[config.mk]
export PLATFORM = sky130hd
export DESIGN_NAME = debugUnit
export DESIGN_NICKNAME = d
export VERILOG_FILES = /design/src/hdl/debug_pkg.sv /design/src/hdl/debugControl.sv /design/src/hdl/dumpCounter.sv /design/src/hdl/dumpByteSelect.sv /design/src/hdl/debugUnit.sv
export VERILOG_INCLUDE_DIRS = /design/src /design/src/hdl
export SDC_FILE = /design/constraint.sdc
export NUM_CORES = 1
export LEC_CHECK = 0
export BUFFER_PORTS_ARGS = -buffer_cell sky130_fd_sc_hd__buf_2
export CORE_AREA = 2 2 439 441
export CTS_CLUSTER_DIAMETER = 30
export DETAILED_ROUTE_END_ITERATION = 12
export DIE_AREA = 0 0 441 443
export PLACE_DENSITY_LB_ADDON = 0.2
export SYNTH_ARGS = -nofsm -noshare
export SYNTH_HDL_FRONTEND = slang
export SYNTH_SLANG_ARGS = --single-unit
[constraint.sdc]
create_clock -name clock -period 4.9 [get_ports clock]
set_clock_uncertainty 0.2 [all_clocks]
set_input_delay 0.49 -clock clock [delete_from_list [all_inputs] [get_ports clock]]
set_output_delay 0.49 -clock clock [all_outputs]
set_load 0.03 [all_outputs]
[src/hdl/debug_defines.svh]
`ifndef DEBUG_DEFINES_SVH
`define DEBUG_DEFINES_SVH

////////////////////////////////////////////////////////////
// Snapshot sizes
////////////////////////////////////////////////////////////

`define DEBUG_NUM_REGS        32    // General registers in the dump
`define DEBUG_MEM_WORDS       16    // Data memory window
`define DEBUG_WORD_BYTES      4
`define DEBUG_MEM_ADDR_WIDTH  8
`define DEBUG_COUNT_WIDTH     8     // Byte position in the dump

////////////////////////////////////////////////////////////
// Dump layout
////////////////////////////////////////////////////////////

// PC byte first, then the IF/ID instruction word
`define DEBUG_REG_START       (1 + `DEBUG_WORD_BYTES)
`define DEBUG_MEM_START       (`DEBUG_REG_START + `DEBUG_NUM_REGS * `DEBUG_WORD_BYTES)
`define DEBUG_DUMP_LENGTH     (`DEBUG_MEM_START + `DEBUG_MEM_WORDS * `DEBUG_WORD_BYTES)

`endif

[src/hdl/debug_pkg.sv]
`include "debug_defines.svh"

package debug_pkg;

   // Controller states
   typedef enum logic [2:0] {
      INIT = 3'd0,
      IDLE = 3'd1,
      RUN  = 3'd2,     // Free running until end of program
      STEP = 3'd3,     // Waiting for the next step command
      DUMP = 3'd4
   } debugState_t;

   // Command characters from the host
   typedef enum logic [7:0] {
      CMD_RUN  = 8'h63,   // 'c'
      CMD_STEP = 8'h73,   // 's'
      CMD_NEXT = 8'h6e    // 'n'
   } debugCmd_t;

   // Everything observed from the processor for one dump
   typedef struct packed {
      logic [7:0]                           pc;
      logic [31:0]                          instr;   // IF/ID instruction
      logic [`DEBUG_NUM_REGS-1:0][31:0]     regs;    // Register file, index order
   } cpuSnapshot_t;

endpackage

[src/hdl/debugControl.sv]
module debugControl (
   input  logic       clock,
   input  logic       reset,
   input  logic [7:0] rxData,
   input  logic       rxValid,
   input  logic       endOfProgram,
   input  logic       dumpDone,
   output logic       rxNext,
   output logic       txWrite,
   output logic       dumping,
   output logic       datapathOn,
   output logic       datapathReset,
   output logic       memSelect,
   output logic       idleLed
);

   debug_pkg::debugState_t state;
   debug_pkg::debugState_t nextState;
   debug_pkg::debugCmd_t   cmd;

   assign cmd = debug_pkg::debugCmd_t'(rxData);

   ////////////////////////////////////////////////////////////
   // State register
   ////////////////////////////////////////////////////////////

   always_ff @(posedge clock) begin
      if (reset) begin
         state <= debug_pkg::INIT;
      end else begin
         state <= nextState;
      end
   end

   ////////////////////////////////////////////////////////////
   // Next state and control outputs
   ////////////////////////////////////////////////////////////

   always_comb begin
      nextState     = state;
      rxNext        = 1'b0;
      txWrite       = 1'b0;
      dumping       = 1'b0;
      datapathOn    = 1'b0;
      datapathReset = 1'b0;
      memSelect     = 1'b0;
      idleLed       = 1'b0;

      case (state)
         debug_pkg::INIT: begin
            datapathReset = 1'b1;   // Single cycle of pipeline flush
            nextState     = debug_pkg::IDLE;
         end

         debug_pkg::IDLE: begin
            idleLed       = 1'b1;
            datapathReset = 1'b1;
            rxNext        = rxValid;   // Every character gets popped
            if (rxValid) begin
               case (cmd)
                  debug_pkg::CMD_RUN:  nextState = debug_pkg::RUN;
                  debug_pkg::CMD_STEP: nextState = debug_pkg::STEP;
                  default:             nextState = debug_pkg::IDLE;
               endcase
            end
         end

         debug_pkg::RUN: begin
            datapathOn = 1'b1;
            if (endOfProgram) begin
               nextState = debug_pkg::DUMP;
            end
         end

         debug_pkg::STEP: begin
            rxNext = rxValid;
            // Only a next command clocks the datapath, and only once
            if (rxValid && cmd == debug_pkg::CMD_NEXT) begin
               datapathOn = 1'b1;
               nextState  = debug_pkg::DUMP;
            end
         end

         debug_pkg::DUMP: begin
            dumping   = 1'b1;
            memSelect = 1'b1;        // Memory takes the debug address
            txWrite   = ~dumpDone;
            if (dumpDone) begin
               // Finished program goes back to idle, else keep stepping
               nextState = endOfProgram ? debug_pkg::IDLE : debug_pkg::STEP;
            end
         end

         default: begin
            nextState = debug_pkg::INIT;
         end
      endcase
   end

endmodule

[src/hdl/dumpCounter.sv]
`include "debug_defines.svh"

module dumpCounter (
   input  logic                          clock,
   input  logic                          reset,
   input  logic                          dumping,
   input  logic                          byteSent,
   output logic [`DEBUG_COUNT_WIDTH-1:0] count,
   output logic                          dumpDone
);

   localparam logic [`DEBUG_COUNT_WIDTH-1:0] LastCount =
      `DEBUG_COUNT_WIDTH'(`DEBUG_DUMP_LENGTH);

   logic atEnd;

   assign atEnd = (count == LastCount);

   // Position of the byte on offer, held at zero between dumps
   always_ff @(posedge clock) begin
      if (reset || !dumping) begin
         count <= '0;
      end else if (byteSent && !atEnd) begin
         count <= count + 1'b1;   // Saturates at the dump length
      end
   end

   assign dumpDone = atEnd;

endmodule

[src/hdl/dumpByteSelect.sv]
`include "debug_defines.svh"

module dumpByteSelect (
   input  debug_pkg::cpuSnapshot_t             snapshot,
   input  logic [31:0]                         memWord,
   input  logic [`DEBUG_COUNT_WIDTH-1:0]       count,
   output logic [7:0]                          byteOut,
   output logic [`DEBUG_MEM_ADDR_WIDTH-1:0]    memAddr
);

   localparam int LaneWidth = $clog2(`DEBUG_WORD_BYTES);

   logic [`DEBUG_COUNT_WIDTH-1:0] instrOffset;
   logic [`DEBUG_COUNT_WIDTH-1:0] regOffset;
   logic [`DEBUG_COUNT_WIDTH-1:0] memOffset;
   logic                          inMem;

   // Byte of a word, lane 0 is the most significant
   function automatic logic [7:0] pickByte(input logic [31:0] word,
                                           input logic [LaneWidth-1:0] lane);
      logic [31:0] shifted;
      shifted = word >> (8 * (`DEBUG_WORD_BYTES - 1 - lane));
      return shifted[7:0];
   endfunction

   assign instrOffset = count - `DEBUG_COUNT_WIDTH'(1);
   assign regOffset   = count - `DEBUG_COUNT_WIDTH'(`DEBUG_REG_START);
   assign memOffset   = count - `DEBUG_COUNT_WIDTH'(`DEBUG_MEM_START);
   assign inMem       = (count >= `DEBUG_MEM_START) && (count < `DEBUG_DUMP_LENGTH);

   ////////////////////////////////////////////////////////////
   // Memory window address
   ////////////////////////////////////////////////////////////

   assign memAddr = inMem ?
      `DEBUG_MEM_ADDR_WIDTH'(memOffset / `DEBUG_WORD_BYTES) : '0;

   ////////////////////////////////////////////////////////////
   // Byte mux
   ////////////////////////////////////////////////////////////

   always_comb begin
      if (count == '0) begin
         byteOut = snapshot.pc;
      end else if (count < `DEBUG_REG_START) begin
         byteOut = pickByte(snapshot.instr, LaneWidth'(instrOffset));
      end else if (count < `DEBUG_MEM_START) begin
         // Four bytes per register, register 0 first
         byteOut = pickByte(snapshot.regs[regOffset / `DEBUG_WORD_BYTES],
                            LaneWidth'(regOffset));
      end else if (inMem) begin
         byteOut = pickByte(memWord, LaneWidth'(memOffset));   // Word already at memAddr
      end else begin
         byteOut = 8'h00;   // Past the end of the dump
      end
   end

endmodule

[src/hdl/debugUnit.sv]
`include "debug_defines.svh"

module debugUnit (
   input  logic                             clock,
   input  logic                             reset,
   input  logic                             endOfProgram,
   input  logic [7:0]                       rxData,
   input  logic                             rxValid,
   input  logic                             byteSent,
   input  debug_pkg::cpuSnapshot_t          snapshot,
   input  logic [31:0]                      memWord,
   output logic                             rxNext,
   output logic                             txWrite,
   output logic [7:0]                       byteOut,
   output logic                             datapathOn,
   output logic                             datapathReset,
   output logic                             memSelect,
   output logic [`DEBUG_MEM_ADDR_WIDTH-1:0] memAddr,
   output logic                             idleLed
);

   logic                          dumping;   // Controller in the dump state
   logic                          dumpDone;
   logic [`DEBUG_COUNT_WIDTH-1:0] count;

   debugControl i_debugControl (
      .clock         (clock),
      .reset         (reset),
      .rxData        (rxData),
      .rxValid       (rxValid),
      .endOfProgram  (endOfProgram),
      .dumpDone      (dumpDone),
      .rxNext        (rxNext),
      .txWrite       (txWrite),
      .dumping       (dumping),
      .datapathOn    (datapathOn),
      .datapathReset (datapathReset),
      .memSelect     (memSelect),
      .idleLed       (idleLed)
   );

   dumpCounter i_dumpCounter (
      .clock    (clock),
      .reset    (reset),
      .dumping  (dumping),
      .byteSent (byteSent),
      .count    (count),
      .dumpDone (dumpDone)
   );

   dumpByteSelect i_dumpByteSelect (
      .snapshot (snapshot),
      .memWord  (memWord),
      .count    (count),
      .byteOut  (byteOut),
      .memAddr  (memAddr)
   );

endmodule

==> out/results.tsv, run 1 <==
metric	value	unit
status	finished, final reports clean	
seqPwrFrac	0.075	
critPathMaxFanout	18	
hpwl	145000	µm
pwr-share-comb	0.797	
clock-sinks	11	
numCtsBuffers	3	
die_w	441	µm
p_int	771	µW
ys_ff_latch	11	
worst_pin_slew	0.950	ns
globalplace.congestion	0.910	
nNetsFinal	3551	
clkTransAtPathRegs	0.06	ns
rsz0062_at_grt	no	
clockRootBuffer	clkbuf_16	
drive_above_1_share	0.646	
hold_viol_final	0	
power_density	61.6	nW/µm²
async_flop_share	0	
setup.worst_path.end_class	output port	
synth.avg_cell_area	8.62	µm²
drtAntennaViolNets	0	
pwr-share-clk	0.128	
leakagePower	9.64	nW
grt.total_usage	0.158	
yosysUniqueCellTypes	76	
dieArea	195000	µm²
die_h	443	µm
netlist_area	11000	µm²
rr_endpoint	i_debugControl.state[0]	
path_class	reg2out	
min_period_over_period	0.966	
routed_wl	161000	µm
relSlewSlack	0.365	
via_count	17500	
swShare	0.412	
core	191000	µm²
r2r_cells	9	
clock_path_buffers	2	
worstPathRequired	4.21	ns
fin_util	0.111	
synth_edf_count	0	
grt_max_degree	55	
arrival	4.04	ns
min_from	reset	
setup_violations	0	
startpoint_type	flip-flop	
ir_worst_vdd	69.8	µV
firstDrtPassIters	7	
gr-total-overflow	0	
holdPathEnd	i_debugControl.state[2]	
h-tree-depth	1	
final_max_slew_viol_count	0	
first_global_vias	18100	
grt_pass1_wl	200000	µm
cap_violations	0	
worstReg2RegStart	i_dumpCounter.count[0]	
p_switching	539	µW
antenna_found_initial	144	
fmax	0.211	GHz
area.growth.synth_to_final	93.8	%
min_path_cells	2	
initial_core_util	0.0574	
vias_per_cell	3.50	
drc_errors	0	
ios	1131	
drt_iter0_markers	1364	
period_needed	4.73	ns
yosysWarningCount	0	
ys.flop_type	dfxtp_1	
cts_tree	yes	
ys_seq_area_frac	0.0201	
holdBufCountCts	0	
syn-instance-count	1273	
io_buffers	1128	
clk_latency	0.25	ns
reg2reg_slack	2.17	ns
hold_path_class	in2reg	
wl_per_cell	32.2	µm
whs	0.296	ns
row_count	161	
==> critical path, stage by stage (launching register included) <==
cell and delay, ns:
dfxtp_2 0.39, buf_4 0.17, o21a_2 0.22, xnor2_4 0.14, buf_12 0.15, buf_4 0.14
buf_12 0.17, buf_12 0.17, buf_4 0.26, buf_4 0.19, mux2i_1 0.29, o221ai_1 0.19
a21oi_2 0.25, buf_4 0.19, o22ai_1 0.13, a31oi_4 0.26, buf_4 0.16, o21ai_1 0.09
buf_2 0.20
==> what timing repair did <==
| item | in CTS | in global routing |
|---|---|---|
| buffers inserted | 7 | 1 |
| cloned | 1 | 0 |
| pin swaps | 5 | 6 |
| resized for setup | 33 | 13 |
| setup endpoints to repair | 7 | 6 |
==> synthesized netlist by cell type (3+ instances only) <==
library cell	count	area, µm²
a2111oi_0	11	96.3
a211o_1	4	35.0
a211oi_1	25	188
a21o_1	3	22.5
a21oi_1	61	305
a221o_1	3	30.0
a221oi_1	9	78.8
a311o_1	6	60.1
a311oi_1	5	43.8
a31oi_1	26	163
a32oi_1	4	35.0
and2_1	9	56.3
and3_1	16	100
buf_1	17	63.8
buf_2	61	305
buf_4	19	143
clkbuf_1	46	173
dfxtp_1	11	220
ha_1	3	37.5
inv_1	6	22.5
mux2_2	6	67.6
mux2i_1	84	841
mux4_2	210	4730
nand2_1	274	1030
nand2b_1	8	50.1
nand3_1	58	290
nand4_1	12	75.1
nor2_1	74	278
nor2b_1	9	56.3
nor3_1	18	90.1
nor4_1	11	68.8
o2111ai_1	3	26.3
o211ai_1	6	45.0
o21ai_0	33	165
o221a_2	3	33.8
o221ai_1	12	105
o22ai_1	33	206
o311ai_0	6	52.6
o31ai_1	4	30.0
o32ai_1	3	26.3
or3_1	7	43.8
or4_1	4	30.0
xnor2_1	8	70.1
==> how the worst max path moves through the flow <==
stage | slack [ns] | depth (start not counted) | end | startpoint
after global routing | 0.003 | 18 | byteOut[2] | i_dumpCounter.count[2]
after CTS | -0.05 | 17 | byteOut[2] | i_dumpCounter.count[1]
after detailed placement | -0.36 | 16 | byteOut[2] | i_dumpCounter.count[1]
final | 0.17 | 18 | byteOut[2] | i_dumpCounter.count[2]
after floorplan | -0.07 | 14 | byteOut[0] | i_dumpCounter.count[0]
after global placement | -0.43 | 16 | byteOut[2] | i_dumpCounter.count[1]
==> flip-flops by register name (all words and copies together), names as in the netlist <==
register              cells
i_dumpCounter.count       8
i_debugControl.state      3
==> cells in the final DEF, fill, tap and decap left out, types with 4 or more instances in the layout <==
master     count
inv_1          6
buf_12        23
a31oi_1       23
o21ai_0       28
nand2b_1       6
mux2i_1       80
a221oi_1       9
o22ai_1       33
or3_1          6
o311ai_0       4
nor2_1        74
a32oi_1        4
o21ai_1        5
a2111oi_0      8
nand4_1       12
a21oi_1       57
or4_1          4
a211oi_1      24
buf_4        149
a311o_1        6
and3_1        16
nor2b_1        9
mux2_2         6
diode_2       42
nand3_1       57
buf_2       1127
nor4_1        10
a311oi_1       5
o221ai_1      11
nand2_1      272
xnor2_1        7
and2_1         6
nor3_1        17
mux4_2       210
o211ai_1       6
dfxtp_1        9
==> power groups by stage <==
stage	Combinational [mW]	Clock, mW	Sequential (mW)
global placement	1.05	0	0.100
detailed placement	1.05	0	0.100
finish	1.04	0.168	0.0985
floorplan	0.329	0	0.0986
CTS	1.06	0.178	0.0985
global route	1.12	0.182	0.0996
==> per-stage QoR <==
step / power (mW) / worst slack [ns] / area (µm²) / TNS, ns / cells
after CTS: 1.34 / -0.0522 / 21100 / -0.0522 / 4963
after global routing: 1.40 / 0.00304 / 21200 / 0 / 4968
after detailed placement: 1.15 / -0.362 / 20700 / -0.749 / 4951
final: 1.31 / 0.168 / 21300 / 0 / 5006
after floorplan: 0.428 / -0.0655 / 11000 / -0.0655 / 1274
after global placement: 1.15 / -0.434 / 20700 / -0.994 / 4951
==> routing by layer <==
metal	vias up	share of wire	global-route usage	routed length [µm]
met1	8960	0.43	0.205	68600
met4	58	0.010	0.0102	1640
met2	845	0.50	0.280	80900
li1	7513	-	-	-
met5	-	0.0023	0	363
met3	170	0.060	0.0296	9690
==> cell type report <==
type | instances | area, µm²
Fill cell | 22400 | 170000
Multi-Input combinational cell | 1111 | 10300
Timing Repair Buffer | 1305 | 7340
Tap cell | 2526 | 3160
Sequential cell | 11 | 225
Antenna cell | 42 | 105
Clock buffer | 4 | 78.8
Inverter | 7 | 26.3
==> cell families (layout without fill, tap and decap cells) <==
kind of cell,after synthesis,count (layout),synth area share
xor gates and xnor gates,11,11,0.0105
DFF,11,11,0.0201
and+or+nand+nor,512,512,0.208
muxes,300,300,0.514
buffers and inverters,152,1316,0.0668
adders and majority gates,3,3,0.00342
AOI/OAI and AO/OA,283,283,0.177
other,1,44,0.000342
(Power assumes the default switching activity.)
==> inputs of run 2 (changes only) <==
--- a/config.mk
+++ b/config.mk
@@ -7,10 +7,10 @@
 export NUM_CORES = 1
 export LEC_CHECK = 0
 export BUFFER_PORTS_ARGS = -buffer_cell sky130_fd_sc_hd__buf_2
-export CORE_AREA = 2 2 439 441
+export CORE_AREA = 4 4 441 443
 export CTS_CLUSTER_DIAMETER = 30
 export DETAILED_ROUTE_END_ITERATION = 12
-export DIE_AREA = 0 0 441 443
+export DIE_AREA = 0 0 445 447
 export PLACE_DENSITY_LB_ADDON = 0.2
 export SYNTH_ARGS = -nofsm -noshare
 export SYNTH_HDL_FRONTEND = slang
==> run 2 against run 1 <==
Sequential share of layout area hardly changed. Combinational power hardly changed. Global-route usage is 0.25 points lower. Non-clock buffer count is 24 lower. Final cell count is 0.46% lower. The flow now finishes with violations (max-capacitance violations). Die area is 1.8% higher. Setup slack worse by 0.0068 ns. Core utilization is 0.058 points higher.
==> out/results.tsv, run 2 (synthesis results as in run 1) <==
metric	value	unit
routed_wl	164000	µm
clock_path_buffers	2	
clk_latency	0.25	ns
hpwl	144000	µm
hold_viol_final	0	
clockRootBuffer	clkbuf_16	
clock-sinks	11	
grt.total_usage	0.155	
cap_violations	1	
nNetsFinal	3530	
critical_path_buf_inv_count	2	
setup_slack	0.161	ns
worst_pin_slew	1.47	ns
dieArea	199000	µm²
firstDrtPassIters	6	
pwr-share-clk	0.123	
globalplace.congestion	0.893	
top_regs	i_dumpCounter.count: 8 flops, i_debugControl.state: 3 flops	
violations	max-capacitance violations	
status	complete, but fails checks	
die_h	447	µm
area.growth.synth_to_final	93.6	%
h-tree-depth	1	
initial_core_util	0.0577	
fmax	0.211	GHz
numCtsBuffers	3	
worstPathRequired	4.21	ns
dpl_cell_area	20500	µm²
setup.worst_path.end_class	output port	
power_density	60.4	nW/µm²
drive_above_1_share	0.651	
power	1.28	mW
final_common_cell	buf_2	
leakagePower	9.52	nW
p_switching	515	µW
min_period_over_period	0.967	
final_cell_mix	buf_2 (1126), nand2_1 (270), mux4_2 (210)	
antenna_found_initial	135	
seqPwrFrac	0.077	
wl_per_cell	32.9	µm
via_count	17500	
hold_path_class	in2reg	
setup_violations	0	
largest_reg_flops	8	
pwr-share-comb	0.800	
top_register	i_dumpCounter.count	
slowest_delay	0.71	ns
grt_max_degree	57	
core	190000	µm²
fin_util	0.112	
rsz0062_at_grt	yes	
crit_path_cell_trace	or4_1 -> o21ai_2 -> nand2_1 -> buf_4 -> nor2_1 -> nand4_1 -> nand4_1 -> a21oi_1 -> buf_12	
drc_errors	0	
first_global_vias	17800	
grt_pass1_wl	201000	µm
critPathTopFamily	simple AND/OR/NAND/NOR gates	
p_int	768	µW
period_needed	4.74	ns
vias_per_cell	3.52	
slowest_stage	nor2_1	
ir_worst_vdd	75.7	µV
path_common_cell	nand4_1	
pre_cts_ws	-1.01	ns
startpoint_type	flip-flop	
row_count	160	
gr-total-overflow	0	
path_class	reg2out	
arrival	4.05	ns
swShare	0.401	
drt_iter0_markers	1478	
io_buffers	1128	
cts_tree	yes	
drtAntennaViolNets	0	
fillerInstances	22200	
clkTransAtPathRegs	0.05	ns
design_area	21200	µm²
relSlewSlack	0.00833	
die_w	445	µm
critPathMaxFanout	10	
ios	1131	
final_max_slew_viol_count	0	
-- run 2: changes by cell type in the layout (fill, tap and decap cells not counted), moves of 3 or more --
cell	change
a21oi_1	-3
a31oi_2	+3
buf_4	-26
buf_6	+3
diode_2	+13
-- run 2: layer usage --
layer | vias to the layer above | wire, µm | GRT usage
li1 | 7483 | - | -
met1 | 9027 | 64700 | 0.195
met5 | - | 323 | 0
met4 | 50 | 1900 | 0.0161
met3 | 175 | 12200 | 0.0306
met2 | 800 | 85000 | 0.283
-- run 2: through the flow --
step	instances	TNS, ns	hold WS, ns
detailed placement	4910	-3.54	0.392
global route	4941	-0.00732	0.262
finish	4983	0	0.251
CTS	4928	0	0.250
floorplan	1274	-0.0655	0.307
global placement	4910	-4.35	0.380
-- run 2: final timing paths --
check	startpoint	endpoint	slack (ns)	cells after the start
setup / recovery	i_dumpCounter.count[3]	byteOut[3]	0.16	9
hold / removal	reset	i_debugControl.state[0]	0.25	2
setup reg to reg	i_dumpCounter.count[2]	i_debugControl.state[0]	2.20	8
hold reg to reg	i_dumpCounter.count[6]	i_dumpCounter.count[6]	0.40	2
-- run 2: power by group through the flow --
stage                     clock network (mW)  logic (mW)  registers (mW)
after detailed placement                   0        1.03           0.101
final                                  0.157        1.03          0.0989
after CTS                              0.162        1.05          0.0987
after global routing                   0.166        1.10          0.0997
after global placement                     0        1.03           0.101
after floorplan                            0       0.329          0.0986
-- run 2: what timing repair did --
| action | 4_1_cts | 5_1_grt |
|---|---|---|
| hold buffers | 0 | 0 |
| pin swaps | 7 | 0 |
| endpoints found under the setup margin | 8 | 7 |
| setup buffers | 10 | 0 |
| cloned | 4 | 0 |
| gates resized for setup | 57 | 9 |
-- run 2: area by class of cell --
| type | instances | area [µm²] | area share |
|---|---|---|---|
| clock buffers | 4 | 78.8 | 0.00371 |
| well taps | 2511 | 3140 | 0.148 |
| multi-input cells | 1114 | 10500 | 0.492 |
| diodes | 55 | 138 | 0.00648 |
| inverters | 7 | 26.3 | 0.00124 |
| flip-flops and latches | 11 | 224 | 0.0105 |
| repair buffers | 1281 | 7180 | 0.338 |
